File: config.mk
export PLATFORM = sky130hd
export DESIGN_NAME = addr_decode
export DESIGN_NICKNAME = d
export VERILOG_FILES = /design/src/hw/soc_pkg.sv /design/src/hw/addr_decode.sv
export SDC_FILE = /design/constraint.sdc
export NUM_CORES = 1
export LEC_CHECK = 0
export BUFFER_PORTS_ARGS = -buffer_cell sky130_fd_sc_hd__buf_2
export CAP_MARGIN = 20
export CELL_PAD_IN_SITES_DETAIL_PLACEMENT = 2
export CELL_PAD_IN_SITES_GLOBAL_PLACEMENT = 2
export CORE_UTILIZATION = 13
export DETAILED_ROUTE_END_ITERATION = 10
export PLACE_DENSITY = 0.95
export SLEW_MARGIN = 20
export SYNTH_ARGS = -nofsm -noshare
export SYNTH_HDL_FRONTEND = slang
export SYNTH_SLANG_ARGS = --single-unit
File: constraint.sdc
create_clock -name vclk -period 5.4
set_input_delay 0.81 -clock vclk [all_inputs]
set_output_delay 0.81 -clock vclk [all_outputs]
set_load 0.005 [all_outputs]
File: src/hw/soc_pkg.sv
`default_nettype none

package soc_pkg;

  // Bus widths.
  localparam int addr_w = 32;
  localparam int data_w = 32;
  localparam int strb_w = data_w / 8;

  // Address map.
  localparam logic [addr_w-1:0] clint_base = 32'h0200_0000;
  localparam logic [addr_w-1:0] clint_top  = 32'h0201_0000;
  localparam logic [addr_w-1:0] print_base = 32'h1000_0000;
  localparam logic [addr_w-1:0] print_top  = 32'h1000_1000;
  localparam logic [addr_w-1:0] bram_base  = 32'h8000_0000; // Top follows bram_depth.

  // CLINT register offsets. The 64-bit registers take the low word first.
  localparam logic [addr_w-1:0] clint_msip_off     = 32'h0000_0000;
  localparam logic [addr_w-1:0] clint_mtimecmp_off = 32'h0000_4000;
  localparam logic [addr_w-1:0] clint_mtime_off    = 32'h0000_BFF8;

  typedef enum logic [1:0] {
    sel_none  = 2'd0,
    sel_bram  = 2'd1,
    sel_print = 2'd2,
    sel_clint = 2'd3
  } slave_sel_e;

endpackage

`default_nettype wire

File: src/hw/addr_decode.sv
`timescale 1ns/100ps
`default_nettype none

module addr_decode #(
  parameter int bram_depth = 1024
) (
  input  logic                       valid_i,
  input  logic [soc_pkg::addr_w-1:0] addr_i,
  output soc_pkg::slave_sel_e        sel_o,
  output logic [soc_pkg::addr_w-1:0] rel_addr_o
);

  localparam logic [soc_pkg::addr_w-1:0] bram_top =
    soc_pkg::bram_base + soc_pkg::addr_w'(4 * bram_depth);

  logic [soc_pkg::addr_w-1:0] base;

  // Windows are checked CLINT first, then console, then RAM.
  always_comb begin
    sel_o = soc_pkg::sel_none;
    base  = '0;
    if (valid_i) begin
      if (addr_i >= soc_pkg::clint_base && addr_i < soc_pkg::clint_top) begin
        sel_o = soc_pkg::sel_clint;
        base  = soc_pkg::clint_base;
      end else if (addr_i >= soc_pkg::print_base && addr_i < soc_pkg::print_top) begin
        sel_o = soc_pkg::sel_print;
        base  = soc_pkg::print_base;
      end else if (addr_i >= soc_pkg::bram_base && addr_i < bram_top) begin
        sel_o = soc_pkg::sel_bram;
        base  = soc_pkg::bram_base;
      end
    end
  end

  assign rel_addr_o = addr_i - base;

endmodule

`default_nettype wire

Word-level counts from Yosys, hierarchy flattened

Index checks and enable logic that the tools add are counted.

Flip-flop bits (word level): 0
Word-level logic and storage cells: 18

$lt $le $gt $ge: 6
Add/sub/neg operators: 1
Mux-type cells: 8
Reduce and logical (&&, ||, !) cells: 3

Operator list:

| kind                                                                 | number |
|---|---|
| 2-to-1 mux 32 bit                                                    | 4 |
| greater-or-equal comparator 32 x 26 -> 1 bit (second input constant) | 1 |
| greater-or-equal comparator 32 x 29 -> 1 bit (second input constant) | 1 |
| greater-or-equal comparator 32 bit (second input constant)           | 1 |
| < comparator 32 x 26 -> 1 bit (second input constant)                | 1 |
| < comparator 32 x 29 -> 1 bit (second input constant)                | 1 |
| < comparator 32 bit (second input constant)                          | 1 |
| subtractor 32 bit                                                    | 1 |
| 2-to-1 mux 2 bit                                                     | 3 |
| logical AND 1 bit                                                    | 3 |
| 2-to-1 mux 1 bit                                                     | 1 |

Longest topological paths before layout

Depth after elaboration: 7
Gate-level depth with buffers: 8
Depth with buffers taken out: 8

Worst setup path after synthesis

OpenSTA, ideal clock, no wires.

Path type: input -> output
Start: in addr_i[15] (netlist name)
End: out rel_addr_o[31] (netlist name)
Stages on the path: 7
Buffers on the path: 0
Data required time: 4.590 ns
Slack: 1.969 ns
Arrival time: 2.621 ns
Path through: or4_4 > nor2_1 > nand2_1 > or2_1 > ha_1 > a2111oi_1 > xnor2_1

Word-level cells in the longest chain between the ends: 7

Ends and longest elaborated chain:

| element                                                                          | line              | text |
|---|---|---|
| start, declared                                                                  | addr_decode.sv:8  | `input logic [soc_pkg::addr_w-1:0] addr_i,` |
| greater-or-equal comparator 32 bit / < comparator 32 bit (equally long branches) | addr_decode.sv:29 | `end else if (addr_i >= soc_pkg::bram_base && addr_i < bram_top) begin` |
| logical AND 1 bit                                                                | addr_decode.sv:29 |  |
| 2-to-1 mux 32 bit                                                                | addr_decode.sv:29 |  |
| 2-to-1 mux 32 bit                                                                | addr_decode.sv:26 | `end else if (addr_i >= soc_pkg::print_base && addr_i < soc_pkg::print_top) begin` |
| 2-to-1 mux 32 bit                                                                | addr_decode.sv:23 | `if (addr_i >= soc_pkg::clint_base && addr_i < soc_pkg::clint_top) begin` |
| 2-to-1 mux 32 bit                                                                | addr_decode.sv:22 | `if (valid_i) begin` |
| subtractor 32 bit (*)                                                            | addr_decode.sv:36 | `assign rel_addr_o = addr_i - base;` |
| end, declared                                                                    | addr_decode.sv:10 | `output logic [soc_pkg::addr_w-1:0] rel_addr_o` |

Mark *: on every way between the ends. The rest lies on a longest branch, timed or not.

Worst setup path after layout

Start: in addr_i[23] (netlist name)
End: out rel_addr_o[31] (netlist name)

The elaborated chain is that of the path after synthesis.

==> impl_metrics.toml <==
[timing]
rsz0062_at_grt = "no"
slew_viol_final = 0
finalHoldViolCount = 0
fin_crit_sh_pct = 70.4
slew_headroom_pct = 65.1
setup-violations-final = 0
worst_pin_slew_ns = 0.519
fmax_mhz = 263
setup-tns-final_ns = 0
min_period_ns = 3.80

[logic_synthesis]
synthCells = 60
yosysTopAreaCell = "buf_4"
yosys-top-cells-area = "buf_4 43%, ha_1 8.6%, xor2_1 8.0%, inv_1 3.4%, nor2_1 3.4%"
syn_nets = 96
synth_seq_area_share_pct = 0
synth_area_sq_um = 437
yosysUniqueCellTypes = 19
yosys.area.top_type_share_pct = 43.0
syn_avg_cell_area_sq_um = 7.28
synth_warnings = 0

[final_layout]
antennaDiodeCount = 0
area_delta_synth_final_pct = 18.9
drive_above_1_share_pct = 59.0
nClkBuffers = 0
nNetsFinal = 116
final_cell_mix = "43 x buf_2, 4 x nor2_1, 4 x inv_1, 4 x xor2_1, 3 x ha_1"
mostFrequentLayoutCell = "buf_2"
design.seq.count = 0
seqCellArea_sq_um = 0

[floorplanning]
ioPinCount = 67
die_h_um = 60.0
initial_utilization_pct = 14.0
die_w_um = 60.0
fp.dieArea_sq_um = 3590
core_area_sq_um = 3130
fp-row-count = 20

[worst_setup_path]
path_class = "in2out"
path_max_fanout = 3
crit_chain = "buf_2 -> nor4_1 -> nand4_1 -> nor2_1 -> ha_1 -> ha_1 -> nand2b_1 -> a2111oi_1 -> xnor2_1 -> buf_2"
cp-end-kind = "output port"
critPathRequiredTime_ns = 4.59
crit_slowest_cell = "nor4_1"
worstPathArrival_ns = 2.99
critPathMaxStageDelay_ns = 0.49
cp-start-kind = "input pin"

[drt]
final_antenna_net_count = 0
firstDrtPassIters = 2
avgRoutedWirePerCell_um = 11.1
routed_wl_um = 1360
routed-via-count = 455
drc = 0
routed_via_density = 3.73
drt_iter0_markers = 1

[clock_tree]
ctsHoldBuffers = 0
cts_setup_buffers = 0
cts_resized = 0

[place]
port-buffer-count = 43
gp_congestion = 0.663
hpwl_um = 1300

[power]
ir_worst_vdd_mv = 0.0102
p_clk_share_pct = 0
powerDensity_nw_per_um2 = 57.5
p_int_uw = 15.2
power_switching_uw = 14.6
power.total_uw = 29.8
switching_share_pct = 48.9
power_frac_comb_pct = 100.0
pwr-share-seq_pct = 0
leakage_nw = 0.268

[grt]
overflow = 0
antenna_found_initial = 0
grt_pass1_wl_um = 1970
grt_max_degree = 6
grt_use_total_pct = 6.99
grt_pass1_vias = 433

[run_status]
status = "finished clean"

[hold_path]
hp-class = "in2out"

[run]
max_cap_viol_count = 0
## Yosys cell counts
cell type and count:
buf_4 25, inv_1 4, nor2_1 4, xor2_1 4
ha_1 3, a21oi_1 2, nand2_1 2, nand2b_1 2
nand4_1 2, nor3_1 2, nor4_1 2, a2111oi_1 1
a211oi_1 1, mux2i_1 1, nor4b_2 1, o31ai_2 1
or2_1 1, or4_4 1, xnor2_1 1
## cells by family (layout without fill, tap and decap cells)
| group | after synthesis | in the layout | synth area share [%] |
|---|---|---|---|
| AO/OA/AOI/OAI | 5 | 5 | 9.17 |
| multiplexers | 1 | 1 | 2.29 |
| XOR/XNOR | 5 | 5 | 10.0 |
| buffers and inverters | 29 | 47 | 46.4 |
| AND/OR/NAND/NOR | 17 | 17 | 23.5 |
| adder cells (fa/ha/maj) | 3 | 3 | 8.60 |
## critical path, delay by kind of cell
family	cells	cell delay, ns
buffers and inverters	2	0.23
adders and majority gates	2	0.36
xor gates and xnor gates	1	0.16
AOI/OAI and AO/OA	1	0.45
and+or+nand+nor	4	0.98
## power groups by stage
| stage | clock (mW) | sequential (mW) | combinational [mW] |
|---|---|---|---|
| after floorplan | 0 | 0 | 0.0230 |
| after global placement | 0 | 0 | 0.0291 |
| after detailed placement | 0 | 0 | 0.0305 |
| after CTS | 0 | 0 | 0.0306 |
| after global routing | 0 | 0 | 0.0332 |
| final | 0 | 0 | 0.0298 |
## routing by layer
metal / vias to the layer above / part of all wire, % / GRT usage [%] / wire length (um)
met5: - / 0 / 0 / 0
met4: 0 / 0.29 / 0.332 / 4
met3: 2 / 6.8 / 0.433 / 92
met2: 22 / 60 / 15.6 / 813
met1: 216 / 33 / 7.08 / 450
li1: 215 / - / - / -
## final timing paths
check | start | endpoint | slack [ns] | cells past startpoint
max | addr_i[23] | rel_addr_o[31] | 1.60 | 10
min | addr_i[2] | rel_addr_o[2] | 1.62 | 0
## layout make-up
| type | instances | area, sq um |
|---|---|---|
| repair buffers | 43 | 215 |
| inverters | 4 | 15.0 |
| multi-input cells | 31 | 234 |
| well taps | 44 | 55.1 |
| fillers | 396 | 2610 |
## per-stage QoR
stage / util [%] / hold slack, ns / area [sq um] / std cells / setup slack (ns)
final: 16.6 / 1.62 / 519 / 122 / 1.60
after global routing: 16.6 / 1.62 / 519 / 122 / 1.43
after CTS: 16.6 / 1.62 / 519 / 122 / 1.57
after detailed placement: 16.6 / 1.62 / 519 / 122 / 1.57
after global placement: 16.6 / 1.62 / 519 / 122 / 1.61
after floorplan: - / 1.68 / 437 / 60 / 1.97
Note: power is estimated with default switching activity, not from simulation.
