==> src/hw/soc_pkg.sv <==
`default_nettype none

package soc_pkg;

  // Bus widths.
  localparam int addr_w = 32;
  localparam int data_w = 32;
  localparam int strb_w = data_w / 8;

  // Address map.
  localparam logic [addr_w-1:0] clint_base = 32'h0200_0000;
  localparam logic [addr_w-1:0] clint_top  = 32'h0201_0000;
  localparam logic [addr_w-1:0] print_base = 32'h1000_0000;
  localparam logic [addr_w-1:0] print_top  = 32'h1000_1000;
  localparam logic [addr_w-1:0] bram_base  = 32'h8000_0000; // Top follows bram_depth.

  // CLINT register offsets. The 64-bit registers take the low word first.
  localparam logic [addr_w-1:0] clint_msip_off     = 32'h0000_0000;
  localparam logic [addr_w-1:0] clint_mtimecmp_off = 32'h0000_4000;
  localparam logic [addr_w-1:0] clint_mtime_off    = 32'h0000_BFF8;

  typedef enum logic [1:0] {
    sel_none  = 2'd0,
    sel_bram  = 2'd1,
    sel_print = 2'd2,
    sel_clint = 2'd3
  } slave_sel_e;

endpackage

`default_nettype wire

==> src/hw/mem_bus_if.sv <==
`timescale 1ns/100ps
`default_nettype none

interface mem_bus_if;

  logic                        valid;
  logic                        instr;
  logic [soc_pkg::addr_w-1:0]  addr;
  logic [soc_pkg::data_w-1:0]  wdata;
  logic [soc_pkg::strb_w-1:0]  wstrb; // Zero means read.
  logic [soc_pkg::data_w-1:0]  rdata;
  logic                        ready; // One cycle pulse.

  modport master (
    output valid, instr, addr, wdata, wstrb,
    input  rdata, ready
  );

  modport slave (
    input  valid, instr, addr, wdata, wstrb,
    output rdata, ready
  );

endinterface

`default_nettype wire

==> src/hw/clint.sv <==
`timescale 1ns/100ps
`default_nettype none

module clint (
  input  logic     clk,
  input  logic     rst,
  mem_bus_if.slave bus,
  output logic     msip_o,
  output logic     mtip_o
);

  logic [63:0]                mtime_q;
  logic [63:0]                mtimecmp_q;
  logic                       msip_q;
  logic                       mtip_q;
  logic                       ready_q;
  logic [soc_pkg::data_w-1:0] rdata_q;
  logic                       wr;

  // Byte lanes of data replace those of old where the strobe is set.
  function automatic logic [soc_pkg::data_w-1:0] merge(
    input logic [soc_pkg::data_w-1:0] old,
    input logic [soc_pkg::data_w-1:0] data,
    input logic [soc_pkg::strb_w-1:0] strb
  );
    logic [soc_pkg::data_w-1:0] res;
    res = old;
    for (int b = 0; b < soc_pkg::strb_w; b++) begin
      if (strb[b]) begin
        res[8*b +: 8] = data[8*b +: 8];
      end
    end
    return res;
  endfunction

  assign wr = bus.valid & (|bus.wstrb);

  always_ff @(posedge clk) begin
    if (!rst) begin
      mtime_q    <= '0;
      mtimecmp_q <= '1;
      msip_q     <= 1'b0;
      mtip_q     <= 1'b0;
      ready_q    <= 1'b0;
    end else begin
      ready_q <= bus.valid;
      mtip_q  <= mtime_q >= mtimecmp_q;
      mtime_q <= mtime_q + 64'd1; // A write below takes precedence.
      if (wr) begin
        case (bus.addr)
          soc_pkg::clint_msip_off: begin
            if (bus.wstrb[0]) begin
              msip_q <= bus.wdata[0];
            end
          end
          soc_pkg::clint_mtimecmp_off:
            mtimecmp_q[31:0] <= merge(mtimecmp_q[31:0], bus.wdata, bus.wstrb);
          soc_pkg::clint_mtimecmp_off + 32'd4:
            mtimecmp_q[63:32] <= merge(mtimecmp_q[63:32], bus.wdata, bus.wstrb);
          soc_pkg::clint_mtime_off:
            mtime_q <= {mtime_q[63:32], merge(mtime_q[31:0], bus.wdata, bus.wstrb)};
          soc_pkg::clint_mtime_off + 32'd4:
            mtime_q <= {merge(mtime_q[63:32], bus.wdata, bus.wstrb), mtime_q[31:0]};
          default: ;
        endcase
      end
    end
  end

  always_ff @(posedge clk) begin
    if (bus.valid) begin
      case (bus.addr)
        soc_pkg::clint_msip_off:             rdata_q <= {31'b0, msip_q};
        soc_pkg::clint_mtimecmp_off:         rdata_q <= mtimecmp_q[31:0];
        soc_pkg::clint_mtimecmp_off + 32'd4: rdata_q <= mtimecmp_q[63:32];
        soc_pkg::clint_mtime_off:            rdata_q <= mtime_q[31:0];
        soc_pkg::clint_mtime_off + 32'd4:    rdata_q <= mtime_q[63:32];
        default:                             rdata_q <= '0;
      endcase
    end
  end

  assign bus.rdata = rdata_q;
  assign bus.ready = ready_q;
  assign msip_o    = msip_q;
  assign mtip_o    = mtip_q;

endmodule

`default_nettype wire

==> src/flat_wrapper.sv <==
// flat-port wrapper written by rule: the top's interface ports become plain ports
module clint_flat 
  (clk, rst, msip_o, mtip_o, bus_valid, bus_instr, bus_addr, bus_wdata, bus_wstrb, bus_rdata, bus_ready);
  mem_bus_if bus_i ();
  input  logic clk;
  input  logic rst;
  output logic msip_o;
  output logic mtip_o;
  input wire logic [$bits(bus_i.valid)-1:0] bus_valid;
  input wire logic [$bits(bus_i.instr)-1:0] bus_instr;
  input wire logic [$bits(bus_i.addr)-1:0] bus_addr;
  input wire logic [$bits(bus_i.wdata)-1:0] bus_wdata;
  input wire logic [$bits(bus_i.wstrb)-1:0] bus_wstrb;
  output wire logic [$bits(bus_i.rdata)-1:0] bus_rdata;
  output wire logic [$bits(bus_i.ready)-1:0] bus_ready;
  assign bus_i.valid = bus_valid;
  assign bus_i.instr = bus_instr;
  assign bus_i.addr = bus_addr;
  assign bus_i.wdata = bus_wdata;
  assign bus_i.wstrb = bus_wstrb;
  assign bus_rdata = bus_i.rdata;
  assign bus_ready = bus_i.ready;
  clint u_core (.clk(clk), .rst(rst), .bus(bus_i), .msip_o(msip_o), .mtip_o(mtip_o));
endmodule
==> config.mk <==
export PLATFORM = sky130hd
export DESIGN_NAME = clint_flat
export DESIGN_NICKNAME = d
export VERILOG_FILES = /design/src/hw/soc_pkg.sv /design/src/hw/mem_bus_if.sv /design/src/hw/clint.sv /design/src/flat_wrapper.sv
export SDC_FILE = /design/constraint.sdc
export NUM_CORES = 1
export LEC_CHECK = 0
export BUFFER_PORTS_ARGS = -buffer_cell sky130_fd_sc_hd__clkbuf_2
export CAP_MARGIN = 20
export CORE_ASPECT_RATIO = 0.5
export CORE_MARGIN = 2
export CORE_UTILIZATION = 60
export DETAILED_ROUTE_END_ITERATION = 16
export HOLD_SLACK_MARGIN = 0.15
export PLACE_DENSITY = 0.9
export SLEW_MARGIN = 20
export SYNTH_ARGS = -nofsm -noshare
export SYNTH_HDL_FRONTEND = slang
export SYNTH_SLANG_ARGS = --single-unit
export TNS_END_PERCENT = 30
==> constraint.sdc <==
create_clock -name clk -period 3 [get_ports clk]
set_input_delay 0.3 -clock clk [delete_from_list [all_inputs] [get_ports clk]]
set_output_delay 0.3 -clock clk [all_outputs]
set_load 0.01 [all_outputs]
Word level (Yosys, flattened, before mapping)
Index checks and enable logic that the tools add are counted.

word-level totals
  logic and storage cells = 63
  output and inout port bits = 35
  bits of input ports = 72
  register bits = 163

cells by class
  magnitude comparators = 1
  eq/ne operators = 14
  add/subtract/negate cells = 1
  reduce and logical (&&, ||, !) cells = 19
  muxes and demuxes = 7
  bitwise logic cells = 1

operators by type and width
  cell                     count
  $pmux W32 S5             1
  $pmux W64 S2             1
  $add A64 B1 Y64 const B  1
  $eq A32 B15 Y1 const B   2
  $eq A32 B16 Y1 const B   2
  $ge A64 B64 Y1           1
  $mux W64                 1
  $logic_not A32 Y1        1
  $mux W8                  4
  $reduce_and A3 Y1        9
  $ne A3 B3 Y1 const B     8
  $reduce_and A2 Y1        8
  $ne A2 B2 Y1 const B     2
  $reduce_or A4 Y1         1
  $and A1 B1 Y1            1

Longest topological paths before layout
  depth in word-level cells = 4
  gate-level depth with buffers = 10
  mapped depth without buffers = 8

Worst setup path before layout
No wires, ideal clock.

  path kind = reg2reg
  start = register u_core.mtime_q[0]
  end = register u_core.mtime_q[58]
  setup slack = 687 ps
  period minus slack after synthesis = 2,313 ps
  setup time = 79 ps
  required time = 2,921 ps
  arrival time = 2,234 ps
  stages on the path, launching flop included = 8
  buffers on the path = 0
  cells stage by stage = dfxtp_1 > ha_1 > nand3_2 > or4_4 > nor3_4 > nand3_2 > or4b_1 > a211oi_2

between the ends
  word-level cells in the longest chain between the ends = 3

ends and longest elaborated chain
  what                    RTL line     RTL
  from (decl)             clint.sv:12  logic [63:0] mtime_q;
  from (signal assigned)  clint.sv:48  mtime_q <= mtime_q + 64'd1;
  from (signal assigned)  clint.sv:61  mtime_q <= {mtime_q[63:32], merge(mtime_q[31:0], bus.wdata, bus.wstrb)};
  from (signal assigned)  clint.sv:63  mtime_q <= {merge(mtime_q[63:32], bus.wdata, bus.wstrb), mtime_q[31:0]};
  $add A64 B1 Y64 *       clint.sv:48
  $pmux W64 S2            clint.sv:50  case (bus.addr)
  $mux W64 *              clint.sv:49  if (wr) begin

Mark *: on every way between the ends. The rest lies on a longest branch, timed or not.
A chain may end at the register's enable or synchronous reset.

Worst setup path after layout
  start = register u_core.mtime_q[0]
  end = register u_core.mtime_q[54]

Same word-level chain as after synthesis.

==> key figures <==
Status
  • Outcome: completed

Floorplan
  • DIE HEIGHT: 95.0 um
  • Die X: 186 um
  • FP Rows: 33
  • Placeable Area: 16,300 um2
  • Die area: 17,700 um2
  • Top Ports: 107
  • Initial Utilization: 0.610

STA
  • Fmax: 368 MHz
  • Slew Limit Fails: 0
  • Slew @ Worst Pin: 0.842 ns
  • Final worst slack: 0.283 ns
  • Crit path time final: 2.72 ns
  • Final period utilization: 0.906
  • Max_slew headroom: 0.439
  • Final Setup Violations: 0
  • Clock Skew: 0.0122 ns
  • TNS Setup: 0 ns
  • Final Hold Fails: 0
  • RSZ-0062 raised after global routing: false

Route
  • Routed len/inst: 21.4 um
  • Antenna violation net count after detailed routing: 0
  • Drt first pass iters: 7
  • Routed via count: 9,983
  • DRT iter0 DRCs: 1,370
  • Vias per inst: 6.77
  • WL final: 31.6 mm
  • DRC: 0

Place
  • Post-Place Setup Slack: 0.246 ns
  • Hpwl dp: 22.4 mm
  • RePlAce Congestion: 0.942
  • IO Port Bufs: 105
  • Placed instance area: 10,800 um2

Power
  • P_leak: 5.36 nW
  • Int Pwr: 3.42 mW
  • Clock share of power: 0.458
  • Power share of the sequential group: 0.490
  • P_sw: 1.19 mW
  • PD cells: 406 nW/um2
  • Sw frac: 0.259
  • Logic gate share of total power: 0.052
  • VDD IR max: 0.383 mV

Clock tree
  • Clock root buffer master: clkbuf_16
  • CTS Sinks: 163
  • CTS tree: built
  • Clk_lat worst skew: 0.43 ns
  • CTS resizes: 0
  • CTS Buffer Depth: 2
  • Clock slew at reported path FFs: 0.07 ns
  • Post-CTS setup repair buffer count: 0
  • Post-CTS Hold Fix Bufs: 0
  • CTS Buf Count: 17
  • H-Tree Depth: 4

Synth
  • Adder-cell share of the synthesized area: 0.0819
  • Number of synthesized register bits: 163
  • Compound-Gate Fraction of Synth Area: 0.204
  • Post-Syn Area per Cell: 8.75 um2
  • Post-synth EDFFs: 32
  • YS warnings: 0
  • Synth top area share: 0.264
  • Synth top area cells: dfxtp_1, edfxtp_1, ha_1
  • Top post-synthesis cells by count: dfxtp_1, nand2_1, mux2i_1, nor2_1, inv_1
  • Ys async rst share: 0
  • Count leader, synth: dfxtp_1
  • Syn Nets: 1,272
  • Proportion of synthesized area in mux cells: 0.0799
  • Ys flop type: dfxtp_1
  • Yosys top cell by area: dfxtp_1
  • Netlist cell types: 79
  • Synth Area in XOR/XNOR: 0
  • Largest family of logic cells by synthesized area: simple AND/OR/NAND/NOR gates
  • Synthesized netlist cell count: 1,135
  • Synth Area in Simple Gates: 0.217
  • Mapped cell area: 9930 um2
  • Share of the yosys chip area belonging to registers: 0.361

Cells and area
  • Inserted Diodes: 0
  • Area growth syn-to-layout: 14.2%
  • Share of layout cells above drive strength 1: 0.167
  • Post-route cell area: 11,300 um2
  • Fillers: 1,284
  • Nets: 1,372
  • Final core utilization: 0.697

Worst setup path
  • Critical Path, Cell by Cell: ha_1 -> nand3_2 -> or4_4 -> nor3_4 -> nand3_2 -> or4_1 -> a31oi_1
  • Worst setup EP type: flop
  • Arrival time at the worst endpoint: 3.07 ns
  • CP Class: flop to flop
  • R2R Setup Slk: 0.28 ns
  • Startpoint types: flop
  • Top cell by count, worst path: nand3_2
  • Slowest stage delay, CP: 0.65 ns
  • Slowest CP cell: or4_4
  • Worst setup startpoint: u_core.mtime_q[0]
  • Worst Path Max Fanout: 7
  • CP required: 3.36 ns
  • Critical R2R Launch: u_core.mtime_q[0]

Hold path
  • Min-delay src: bus_wdata[13]
  • HP Class: primary input to flop

Global route
  • Total congestion overflow: 0
  • First-pass GRT wire length: 49.8 mm
  • Initial antenna violation count: 0
  • Largest net degree at the start of global routing: 80
  • Vias in the first global route: 9,386
  • GRT Util Overall: 0.366

Flow run
  • Max-cap violations: 0
## worst paths after layout
check,to,cells after the start
setup reg to reg,u_core.mtime_q[54],7
hold reg to reg,u_core.mtimecmp_q[28],2
setup / recovery,u_core.mtime_q[54],7
hold / removal,u_core.mtimecmp_q[13],3
## power groups by stage
stage	clock network [mW]	logic (mW)	registers, mW
2_1_floorplan	0	0.0882	2.31
3_3_place_gp	0	0.227	2.31
3_5_place_dp	0	0.233	2.31
4_1_cts	2.11	0.235	2.26
5_1_grt	2.20	0.254	2.26
6_report	2.11	0.242	2.26
## per-stage QoR
step	power, mW	hold WS [ns]	instances
4_1_cts	4.60	0.153	1475
5_1_grt	4.71	0.163	1475
2_1_floorplan	2.40	0.412	1135
6_report	4.61	0.160	1475
3_3_place_gp	2.53	0.486	1443
3_5_place_dp	2.54	0.486	1443
## cell usage in the layout (no fill, tap or decap), types with 4 or more instances in the layout
master     netlist  layout
a211oi_1        15      15
a21o_1          10      10
a21oi_1         72      72
a221o_1         31      31
a22oi_1          6       6
a2bb2oi_1        6       6
a311oi_1        12      12
a31oi_1         16      16
a32oi_1          4       4
and2_1          12      12
and3_1          20      20
and4_1          10      10
buf_4            2      40
clkbuf_16        0      17
clkbuf_2         0     105
dfxtp_1        131     131
edfxtp_1        32      32
ha_1            65      65
inv_1           73      73
inv_6            0       4
mux2i_1         77      77
nand2_1        124     124
nand3_1         29      29
nand3_2          6       6
nand4_1         31      31
nand4_2          4       4
nor2_1          77      77
nor2b_1          5       5
nor3_1          27      27
nor4_1          15      15
o211ai_1        33      33
o21ai_0         34      34
o21ai_1          9       9
o221ai_1         5       5
o31ai_1          4       4
or3_1            9       9
## kinds of logic (layout without fill, tap and decap cells)
logic type	Yosys count	count (layout)
and+or+nand+nor	400	400
buffers and inverters	138	251
AOI/OAI and AO/OA	290	290
DFF	163	163
adders and majority gates	65	65
muxes	79	79
## sequential cells by signal (all words and copies together), names as in the netlist
| name | flops |
|---|---|
| u_core.mtime_q | 64 |
| u_core.mtimecmp_q | 64 |
| u_core.bus.rdata | 32 |
| u_core.bus.ready | 1 |
| u_core.msip_o | 1 |
| u_core.mtip_o | 1 |
## final cells by class
| cell class | instances | area [um2] | share of cell area |
|---|---|---|---|
| tap | 227 | 284 | 0.0250 |
| clock buffer | 18 | 429 | 0.0379 |
| multi-input combinational | 834 | 5800 | 0.512 |
| clock inverter | 14 | 120 | 0.0106 |
| timing repair buffer | 146 | 846 | 0.0746 |
| inverter | 73 | 274 | 0.0242 |
| sequential | 163 | 3580 | 0.316 |
## routing by layer
| layer | GRT usage | wire length (um) | share of wire |
|---|---|---|---|
| met4 | 0.136 | 918 | 0.029 |
| met3 | 0.0613 | 3810 | 0.12 |
| met1 | 0.509 | 13100 | 0.41 |
| met5 | 0 | 0 | 0 |
| met2 | 0.574 | 13800 | 0.44 |
## worst max-delay path: cells and delay by family (launching register included)
kind / cells / cell delay (ns)
compound gates: 1 / 0.17
flops: 1 / 0.46
fa+ha+maj: 1 / 0.28
simple gates: 5 / 1.74
(Power assumes the default switching activity.)
