--- src/hw/soc_pkg.sv ---
`default_nettype none

package soc_pkg;

  // Bus widths.
  localparam int addr_w = 32;
  localparam int data_w = 32;
  localparam int strb_w = data_w / 8;

  // Address map.
  localparam logic [addr_w-1:0] clint_base = 32'h0200_0000;
  localparam logic [addr_w-1:0] clint_top  = 32'h0201_0000;
  localparam logic [addr_w-1:0] print_base = 32'h1000_0000;
  localparam logic [addr_w-1:0] print_top  = 32'h1000_1000;
  localparam logic [addr_w-1:0] bram_base  = 32'h8000_0000; // Top follows bram_depth.

  // CLINT register offsets. The 64-bit registers take the low word first.
  localparam logic [addr_w-1:0] clint_msip_off     = 32'h0000_0000;
  localparam logic [addr_w-1:0] clint_mtimecmp_off = 32'h0000_4000;
  localparam logic [addr_w-1:0] clint_mtime_off    = 32'h0000_BFF8;

  typedef enum logic [1:0] {
    sel_none  = 2'd0,
    sel_bram  = 2'd1,
    sel_print = 2'd2,
    sel_clint = 2'd3
  } slave_sel_e;

endpackage

`default_nettype wire

--- src/hw/mem_bus_if.sv ---
`timescale 1ns/100ps
`default_nettype none

interface mem_bus_if;

  logic                        valid;
  logic                        instr;
  logic [soc_pkg::addr_w-1:0]  addr;
  logic [soc_pkg::data_w-1:0]  wdata;
  logic [soc_pkg::strb_w-1:0]  wstrb; // Zero means read.
  logic [soc_pkg::data_w-1:0]  rdata;
  logic                        ready; // One cycle pulse.

  modport master (
    output valid, instr, addr, wdata, wstrb,
    input  rdata, ready
  );

  modport slave (
    input  valid, instr, addr, wdata, wstrb,
    output rdata, ready
  );

endinterface

`default_nettype wire

--- src/hw/print_port.sv ---
`timescale 1ns/100ps
`default_nettype none

module print_port (
  input  logic       clk,
  input  logic       rst,
  mem_bus_if.slave   bus,
  output logic [7:0] char_o,
  output logic       char_valid_o
);

  logic       ready_q;
  logic       char_valid_q;
  logic [7:0] char_q;
  logic       wr;

  assign wr = bus.valid & (|bus.wstrb);

  always_ff @(posedge clk) begin
    if (!rst) begin
      ready_q      <= 1'b0;
      char_valid_q <= 1'b0;
    end else begin
      ready_q      <= bus.valid;
      char_valid_q <= wr; // Lines up with ready.
    end
  end

  always_ff @(posedge clk) begin
    if (wr) begin
      char_q <= bus.wdata[7:0];
    end
  end

  assign bus.rdata    = '0; // Reads give nothing back.
  assign bus.ready    = ready_q;
  assign char_o       = char_q;
  assign char_valid_o = char_valid_q;

endmodule

`default_nettype wire

--- src/flat_wrapper.sv ---
// flat-port wrapper written by rule: the top's interface ports become plain ports
module print_port_flat 
  (clk, rst, char_o, char_valid_o, bus_valid, bus_instr, bus_addr, bus_wdata, bus_wstrb, bus_rdata, bus_ready);
  mem_bus_if bus_i ();
  input  logic clk;
  input  logic rst;
  output logic [7:0] char_o;
  output logic char_valid_o;
  input wire logic [$bits(bus_i.valid)-1:0] bus_valid;
  input wire logic [$bits(bus_i.instr)-1:0] bus_instr;
  input wire logic [$bits(bus_i.addr)-1:0] bus_addr;
  input wire logic [$bits(bus_i.wdata)-1:0] bus_wdata;
  input wire logic [$bits(bus_i.wstrb)-1:0] bus_wstrb;
  output wire logic [$bits(bus_i.rdata)-1:0] bus_rdata;
  output wire logic [$bits(bus_i.ready)-1:0] bus_ready;
  assign bus_i.valid = bus_valid;
  assign bus_i.instr = bus_instr;
  assign bus_i.addr = bus_addr;
  assign bus_i.wdata = bus_wdata;
  assign bus_i.wstrb = bus_wstrb;
  assign bus_rdata = bus_i.rdata;
  assign bus_ready = bus_i.ready;
  print_port u_core (.clk(clk), .rst(rst), .bus(bus_i), .char_o(char_o), .char_valid_o(char_valid_o));
endmodule
--- config.mk ---
export PLATFORM = sky130hd
export DESIGN_NAME = print_port_flat
export DESIGN_NICKNAME = d
export VERILOG_FILES = /design/src/hw/soc_pkg.sv /design/src/hw/mem_bus_if.sv /design/src/hw/print_port.sv /design/src/flat_wrapper.sv
export SDC_FILE = /design/constraint.sdc
export NUM_CORES = 1
export LEC_CHECK = 0
export ABC_AREA = 0
export BUFFER_PORTS_ARGS = -buffer_cell sky130_fd_sc_hd__buf_2
export CORE_ASPECT_RATIO = 1.5
export CORE_MARGIN = 2
export CORE_UTILIZATION = 24
export CTS_CLUSTER_SIZE = 28
export DETAILED_ROUTE_END_ITERATION = 8
export GPL_TIMING_DRIVEN = 0
export PLACE_DENSITY = 0.75
export SKIP_LAST_GASP = 1
export SLEW_MARGIN = 20
export SYNTH_ARGS = -nofsm -noshare
export SYNTH_HDL_FRONTEND = slang
export SYNTH_SLANG_ARGS = --single-unit
--- constraint.sdc ---
create_clock -name clk -period 1.25 [get_ports clk]
set_clock_uncertainty 0.15 [all_clocks]
set_input_delay 0.125 -clock clk [delete_from_list [all_inputs] [get_ports clk]]
set_output_delay 0.125 -clock clk [all_outputs]
set_load 0.02 [all_outputs]
# Yosys cells after proc, flatten, opt, wreduce, memory -nomap -nowiden
# Cells that the tools add are included.
[word_totals]
ff_bits = 10
in_bits = 72
out_inout_bits = 42
[classes]
bitwise_logic = 1
n_reduce_logical = 1
[ops]
columns = ["op", "n"]
rows = [
  ["$reduce_or 4->1", 1],
  ["$and 1x1->1", 1],
]

# Depth between registers and ports, before layout
# Gate-level depths: netlist of the first run.
[logic_depth]
word_depth = 2
ltp_mapped = 2
depth_no_buf = 2

# Worst setup path after synthesis of the first run
# OpenSTA, ideal clock, no wires.
[synth_timing]
kind = "input-to-reg"
from = "in bus_wstrb[1]"
to = "reg u_core.char_q[0], in the netlist u_core.char_o[0], enable pin"
setup_time_ps = 373
arrival_ps = 561
setup_slack_ps = 165
path_stages = 2
path_cell_list = "nor4_2 nor2b_1"
[synth_between]
elab_chain_cells = 2
[synth_rtl]
columns = ["item", "line", "text"]
rows = [
  ["start, declared", "flat_wrapper.sv:13", "input wire logic [$bits(bus_i.wstrb)-1:0] bus_wstrb;"],
  ["$reduce_or 4->1", "print_port.sv:17", "assign wr = bus.valid & (|bus.wstrb);"],
  ["$and 1x1->1", "print_port.sv:17", ""],
  ["named net u_core.wr", "print_port.sv:15", "logic wr;"],
  ["end signal, assigned", "print_port.sv:31", "char_q <= bus.wdata[7:0];"],
  ["end, declared", "print_port.sv:14", "logic [7:0] char_q;"],
]
# The timed path passes the listed nets, and every way through them passes these cells.
# A chain may end at the register's enable or synchronous reset.

# Worst setup path after layout of the first run
[layout_timing]
from = "in bus_wstrb[3]"
to = "reg u_core.char_valid_q, in the netlist u_core.char_valid_o"
[layout_between]
elab_chain_cells = 2
[layout_rtl]
columns = ["item", "line", "text"]
rows = [
  ["$reduce_or 4->1", "print_port.sv:17", ""],
  ["$and 1x1->1", "print_port.sv:17", ""],
  ["end signal, assigned", "print_port.sv:25", "char_valid_q <= wr;"],
  ["end, declared", "print_port.sv:13", "logic char_valid_q;"],
]
# No other way between the ends.

==> metrics, run 1 <==
synth top area cells buf_4 43%, edfxtp_1 43%, dfxtp_1 7.2%; PwrDens 940 nW/um^2; status complete, no violations; Worst Tran Pin Value 684 ps; Mapped Area 556 sq um; drt pass-1 iters 2; Hold Path Class in -> reg; total grt overflow 0; Power Total 0.900 mW; share of the synthesized area in the top cell type 43.2%; Filler cells 223; port bufs 24; CTS Buf Count 3; Compound-Gate Fraction of Synth Area 0%; Multi-input gate area 151 sq um; RePlAce Congestion 0.698; worst-path fanout max 2; cell leakage power 0.542 nW; RSZ-0062 raised after global routing no; Synth cell types 7; setup TNS 0 ps; final WL 1.16 mm; via count 449; most frequent cells in the layout 32 x buf_4, 32 x conb_1, 24 x buf_2, 11 x dlygate4sd3_1, 8 x edfxtp_1; CTS tree yes; Avg WL per Cell 8.28 um; number of H-tree levels 1; Synth Warn # 0; Crit. End Element register; first-pass GRT wire length 1.88 mm; xor and xnor area share after synthesis 0%; Initial Util 25.2%; Mean Syn Cell Area 11.8 sq um; Post-CTS Setup Repair Bufs 0; Area growth, synth to finish 72.3%; largest family of logic cells by synthesized area buffers and inverters; Sink Count 10; CP Class in -> reg; startpoint types input port; Die X 43.3 um; pre-CTS WS -75.6 ps; sequential cell area fraction in the yosys report 50.5%; antenna-violating nets left 0; largest net degree at the start of global routing 9; Slew HR 54.3%; Slew Limit Fails 0; post-cts gate resize count 0; initial antenna violation count 0; Synth Area in Simple Gates 5.63%; Yosys top cell by area buf_4; cell area after placement 821 sq um; post-layout min period 1180 ps; register bit total from synthesis 10; mux cell area share after synthesis 0%; Worst EP arrival 1180 ps; core area 2210 sq um; WP data required 1250 ps; CTS max path bufs 2; Nets 190; fraction of layout cells with a size suffix above 1 51.3%; GRT Total Usage 9.30%; Worst Setup Slack, final 73.9 ps; final hold vios 0; IO Pins 114; MaxCap Viol Count 0; die area 2720 sq um; # rows 21; Worst-path clk slew 60 ps; die height 62.9 um; CTS root buffer clkbuf_4; vias in the first global route 487; Synth Area in Adders 0%; Achievable Freq 850 MHz; post-synthesis instance total 47; VDD IR-drop max 250 uV; Final Cycle Share 94.1%; Diodes inserted 0; design area 957 sq um; Sequential cell area 280 sq um; Via density 3.21; DRC 0; final setup fails 0; initial DRC count 1
[flip-flops by register name, summed over array words and instances, names as in the netlist]
register,count
u_core.char_valid_o,1
u_core.bus.ready,1
u_core.char_o,8
[synth_stat cells]
master,count
buf_4,32
edfxtp_1,8
dfxtp_1,2
nor2b_1,2
and2_1,1
conb_1,1
nor4_2,1
[where the power goes]
group	switching (mW)	internal (mW)	total (mW)
clock network	0.0981	0.123	0.221
logic	0.161	0.124	0.284
registers	0.00577	0.389	0.395
total	0.265	0.635	0.900
[cell type report]
type,count,share of cell area (%)
flip-flops and latches,10,29.3
plain buffers,32,25.1
clock buffers,4,2.75
multi-input cells,36,15.8
repair buffers,35,24.1
well taps,23,3.01
[timing repair]
action,4_1_cts,5_1_grt
setup endpoints to repair,0,0
hold buffers,11,0
endpoints found under the hold margin,10,0
[cells by family (layout without fill, tap and decap cells)]
family / after synthesis / count (layout)
buf+inv: 32 / 71
flops: 10 / 10
other cells: 1 / 32
simple gates: 4 / 4
[metal layers]
metal	GRT usage [%]	vias to the layer above	routed length, um
met4	5.68	0	14
met2	17.5	45	608
met5	0	-	0
met3	2.60	2	184
met1	8.01	176	352
li1	-	226	-
[critical path, cell delays in order]
cell,delay [ps]
buf_2,100
nor4_2,310
dlygate4sd3_1,600
nor2b_1,40
[per-stage QoR]
| stage | util, % | instances | hold WS [ps] |
|---|---|---|---|
| after floorplan | - | 78 | 73.9 |
| after global placement | 37.2 | 125 | 153 |
| after detailed placement | 37.2 | 125 | 156 |
| after CTS | 43.4 | 140 | 250 |
| after global routing | 43.4 | 140 | 261 |
| final | 43.4 | 140 | 262 |
[path summary, 6_finish.rpt]
| path | startpoint | to | slack, ps | cells after the start |
|---|---|---|---|---|
| hold / removal | bus_valid | u_core.char_o[3] | 260 | 2 |
| setup / recovery | bus_wstrb[3] | u_core.char_valid_o | 70 | 4 |
Power figures use the tool's default switching activity.
==> inputs of run 2 (changes only) <==
--- a/config.mk
+++ b/config.mk
@@ -14,6 +14,7 @@
 export DETAILED_ROUTE_END_ITERATION = 8
 export GPL_TIMING_DRIVEN = 0
 export PLACE_DENSITY = 0.75
+export REMOVE_ABC_BUFFERS = 1
 export SKIP_LAST_GASP = 1
 export SLEW_MARGIN = 20
 export SYNTH_ARGS = -nofsm -noshare
==> metrics, run 2 (synthesized netlist as in run 1, its figures left out) <==
CTS Buf Count 3; final WL 915 um; Worst Tran Pin Value 645 ps; fraction of layout cells with a size suffix above 1 33.3%; final hold vios 0; Worst EP arrival 1170 ps; fin util 32.7%; IO Pins 114; worst-path fanout max 2; Worst-path clk slew 60 ps; total grt overflow 0; Avg WL per Cell 8.55 um; Final Cycle Share 93.8%; Via density 3.30; Slew Limit Fails 0; GRT Total Usage 6.36%; initial DRC count 0; PwrDens 1110 nW/um^2; status complete, no violations; # rows 21; drt pass-1 iters 1; largest net degree at the start of global routing 9; port bufs 24; first-pass GRT wire length 1.26 mm; Diodes inserted 0; RSZ-0062 raised after global routing no; most common cell after layout, fill and taps aside conb_1; initial antenna violation count 0; most frequent cells in the layout 32 x conb_1, 24 x buf_2, 11 x dlygate4sd3_1, 8 x edfxtp_1, 3 x clkbuf_4; Initial Util 25.2%; Largest register FFs 8; Slew HR 56.9%; Sink Count 10; startpoint types input port; die height 62.9 um; VDD IR-drop max 623 uV; vias in the first global route 305; Nets 158; core area 2210 sq um; CTS tree yes; number of H-tree levels 1; CP Class in -> reg; Filler cells 254; die area 2720 sq um; post-DP HPWL 678 um; DRC 0; final setup fails 0; Die X 43.3 um; Area growth, synth to finish 30.0%; WHS Path Cells 2; via count 353; antenna-violating nets left 0; WP data required 1240 ps; RePlAce Congestion 0.692; MaxCap Viol Count 0; Hold Path Class in -> reg; Post-CTS Setup Repair Bufs 0; CTS max path bufs 2; Crit. End Element register; Endpoint, Worst Hold u_core.char_o[6]; Power Total 0.799 mW; Achievable Freq 853 MHz; CTS root buffer clkbuf_4; post-layout min period 1170 ps; hold path startpoint bus_valid; cell leakage power 0.368 nW
[run 2: cell count changes in the layout (fill, tap and decap cells not counted)]
cell,before,now
buf_4,32,0
clkbuf_1,1,0
nor4_2,1,0
nor4_4,0,1
[run 2: timing repair]
action | CTS | global route
resized for setup | 0 | 1
setup endpoints to repair | 0 | 1
hold buffers | 11 | 0
hold endpoints to repair | 10 | 0
[run 2: layout make-up]
| class | instances | area (sq um) | area share (%) |
|---|---|---|---|
| Tap cell | 23 | 28.8 | 3.99 |
| Timing Repair Buffer | 35 | 230 | 31.9 |
| Clock buffer | 3 | 22.5 | 3.12 |
| Multi-Input combinational cell | 36 | 160 | 22.2 |
| Sequential cell | 10 | 280 | 38.8 |
[run 2: per-stage QoR]
stage / setup TNS, ps / cells / area [sq um] / hold WS (ps) / setup slack (ps)
floorplan: 0 / 46 / 432 / 73.9 / 165
global placement: -215 / 93 / 581 / 152 / -26.9
detailed placement: -503 / 93 / 581 / 154 / -63.0
CTS: 0 / 107 / 713 / 256 / 108
global route: 0 / 107 / 722 / 274 / 46.2
finish: 0 / 107 / 722 / 267 / 77.7
[run 2: routing by layer]
layer / global-route usage, % / wire [um] / share of wire (%)
met1: 5.95 / 250 / 27
met2: 11.4 / 482 / 53
met3: 2.31 / 182 / 20
met4: 3.41 / 0 / 0
met5: 0 / 0 / 0
[run 2: how the worst max path moves through the flow]
stage / startpoint / end / slack, ps / cells after the start
global route: bus_wstrb[3] / u_core.char_valid_o / 50 / 4
CTS: bus_wstrb[3] / u_core.char_valid_o / 110 / 4
detailed placement: bus_wstrb[1] / u_core.char_o[3] / -60 / 3
floorplan: bus_wstrb[1] / u_core.char_o[0] / 170 / 2
global placement: bus_wstrb[2] / u_core.char_o[0] / -30 / 3
finish: bus_wstrb[3] / u_core.char_valid_o / 80 / 4
[run 2: critical path: stages]
cell	delay, ps
buf_2	110
nor4_4	290
dlygate4sd3_1	590
nor2b_1	50
[run 2: where the power goes]
part	internal (mW)	switching [mW]
sequential	0.389	0.00545
combinational	0.0577	0.149
clock	0.110	0.0875
total	0.557	0.242
==> inputs of run 3 (changes only) <==
--- a/config.mk
+++ b/config.mk
@@ -5,14 +5,13 @@
 export SDC_FILE = /design/constraint.sdc
 export NUM_CORES = 1
 export LEC_CHECK = 0
-export ABC_AREA = 0
+export ABC_AREA = 1
 export BUFFER_PORTS_ARGS = -buffer_cell sky130_fd_sc_hd__buf_2
 export CORE_ASPECT_RATIO = 1.5
 export CORE_MARGIN = 2
 export CORE_UTILIZATION = 24
 export CTS_CLUSTER_SIZE = 28
 export DETAILED_ROUTE_END_ITERATION = 8
-export GPL_TIMING_DRIVEN = 0
 export PLACE_DENSITY = 0.75
 export REMOVE_ABC_BUFFERS = 1
 export SKIP_LAST_GASP = 1
==> metrics, run 3 <==
Multi-input gate area 154 sq um; number of H-tree levels 1; port bufs 24; CP max stage cell edfxtp_1; Synth top cells by count 32 x buf_4, 8 x edfxtp_1; # rows 21; Compound-Gate Fraction of Synth Area 3.10%; Via density 3.44; Slew Limit Fails 0; Largest register FFs 8; Worst EP arrival 810 ps; Synth Area in Simple Gates 2.88%; MaxCap Viol Count 0; die height 63.5 um; Sink Count 10; Bufs and invs on worst path 1; share of the synthesized area in the top cell type 42.5%; drt pass-1 iters 2; crit-path cells buf_2; post-synthesis instance total 50; core area 2230 sq um; Synth Flop Type edfxtp_1; Avg WL per Cell 9.79 um; Crit. End Element primary output; CTS Buf Count 3; CTS root buffer clkbuf_4; Mean Syn Cell Area 11.3 sq um; Nets 162; initial DRC count 1; Synth cell types 8; fraction of layout cells with a size suffix above 1 34.8%; CTS max path bufs 2; Worst Setup Slack, final 165 ps; IO Pins 114; first-pass GRT wire length 1.49 mm; post-layout min period 1080 ps; worst stage delay on the critical path 380 ps; PwrDens 1130 nW/um^2; sequential cell area fraction in the yosys report 49.6%; Post-CTS Setup Repair Bufs 0; VDD IR-drop max 622 uV; initial antenna violation count 0; number of flops mapped to enable cells by yosys 8; busiest grt layer met2; mux cell area share after synthesis 0%; Diodes inserted 0; Power Total 0.835 mW; Sequential cell area 280 sq um; most frequent cells in the layout 32 x conb_1, 24 x buf_2, 12 x dlygate4sd3_1, 8 x edfxtp_1, 3 x clkbuf_4; Worst-path clk slew 60 ps; most common cell after layout, fill and taps aside conb_1; async set or reset register ratio after synthesis 0%; GRT Total Usage 8.01%; DRC 0; met2 usage in global routing 12.5%; Filler cells 218; pre-CTS WS 92.8 ps; WP data required 980 ps; antenna-violating nets left 0; startpoint types register; Mapped Area 566 sq um; Synth Warn # 0; RSZ-0062 raised after global routing no; final hold vios 0; Area growth, synth to finish 30.3%; final setup fails 0; synth top area cells buf_4 42%, edfxtp_1 42%, dfxtp_1 7.1%; largest family of logic cells by synthesized area buffers and inverters; met3 usage 2.01%; total grt overflow 0; most common cell in the netlist buf_4; register bit total from synthesis 10; RePlAce Congestion 0.739; Final Cycle Share 86.8%; Synth Area in Adders 0%; vias in the first global route 350; delay-heaviest family, CP flip-flops; Yosys top cell by area buf_4; Initial Util 25.3%; largest net degree at the start of global routing 9; setup TNS 0 ps; Die X 43.6 um; Hold Path Class in -> reg; xor and xnor area share after synthesis 0%; GRT met1 Usage 8.05%; final WL 1.10 mm; status complete, no violations; via count 385; CTS tree yes; cell leakage power 0.385 nW; die area 2770 sq um; CP Class reg -> out; worst-path fanout max 1; post-DP HPWL 805 um; Achievable Freq 922 MHz
[run 3: cell count changes after synthesis]
cell,delta
nand2_1,+1
a21oi_2,+2
and2_1,-1
nor4_2,-1
inv_1,+2
nor2_2,+2
nor2b_1,-2
[run 3: layout make-up]
cell class / instances / area share, %
flip-flops and latches: 10 / 38.0
clock buffers: 4 / 3.57
inverters: 2 / 1.02
repair buffers: 36 / 32.6
well taps: 23 / 3.90
multi-input cells: 37 / 20.9
[run 3: what timing repair did]
| action | CTS | global route |
|---|---|---|
| endpoints found under the hold margin | 10 | 0 |
| gates resized for setup | 0 | 0 |
| setup endpoints to repair | 0 | 0 |
| hold buffers | 12 | 0 |
[run 3: per-stage QoR]
stage | instance area (sq um) | utilization, % | hold slack, ps | cells
2_1_floorplan | 442 | - | 73.9 | 49
3_3_place_gp | 591 | 26.4 | 155 | 96
3_5_place_dp | 591 | 26.4 | 154 | 96
4_1_cts | 737 | 33.0 | 124 | 112
5_1_grt | 737 | 33.0 | 142 | 112
6_report | 737 | 33.0 | 135 | 112
[run 3: power by group]
part / switching [mW] / internal [mW] / leakage (nW) / total (mW)
clock network: 0.100 / 0.123 / 0.0150 / 0.223
registers: 0.00628 / 0.389 / 0.0946 / 0.395
logic: 0.156 / 0.0607 / 0.276 / 0.216
[run 3: final timing paths]
path | from | end | slack, ps | cells after the start
worst max-delay path | u_core.char_o[3] | char_o[3] | 170 | 1
worst min-delay path | bus_valid | u_core.char_o[6] | 130 | 3
[run 3: metal layers]
layer / wire, um / part of all wire (%)
met4: 42 / 3.8
met3: 215 / 20
met2: 492 / 45
met1: 347 / 32
met5: 0 / 0
[run 3: logic make-up (layout without fill, tap and decap cells)]
| kind of cell | after synthesis | in the layout |
|---|---|---|
| compound gates | 2 | 2 |
| buf+inv | 34 | 42 |
| flops | 10 | 10 |
| other cells | 1 | 32 |
| simple gates | 3 | 3 |
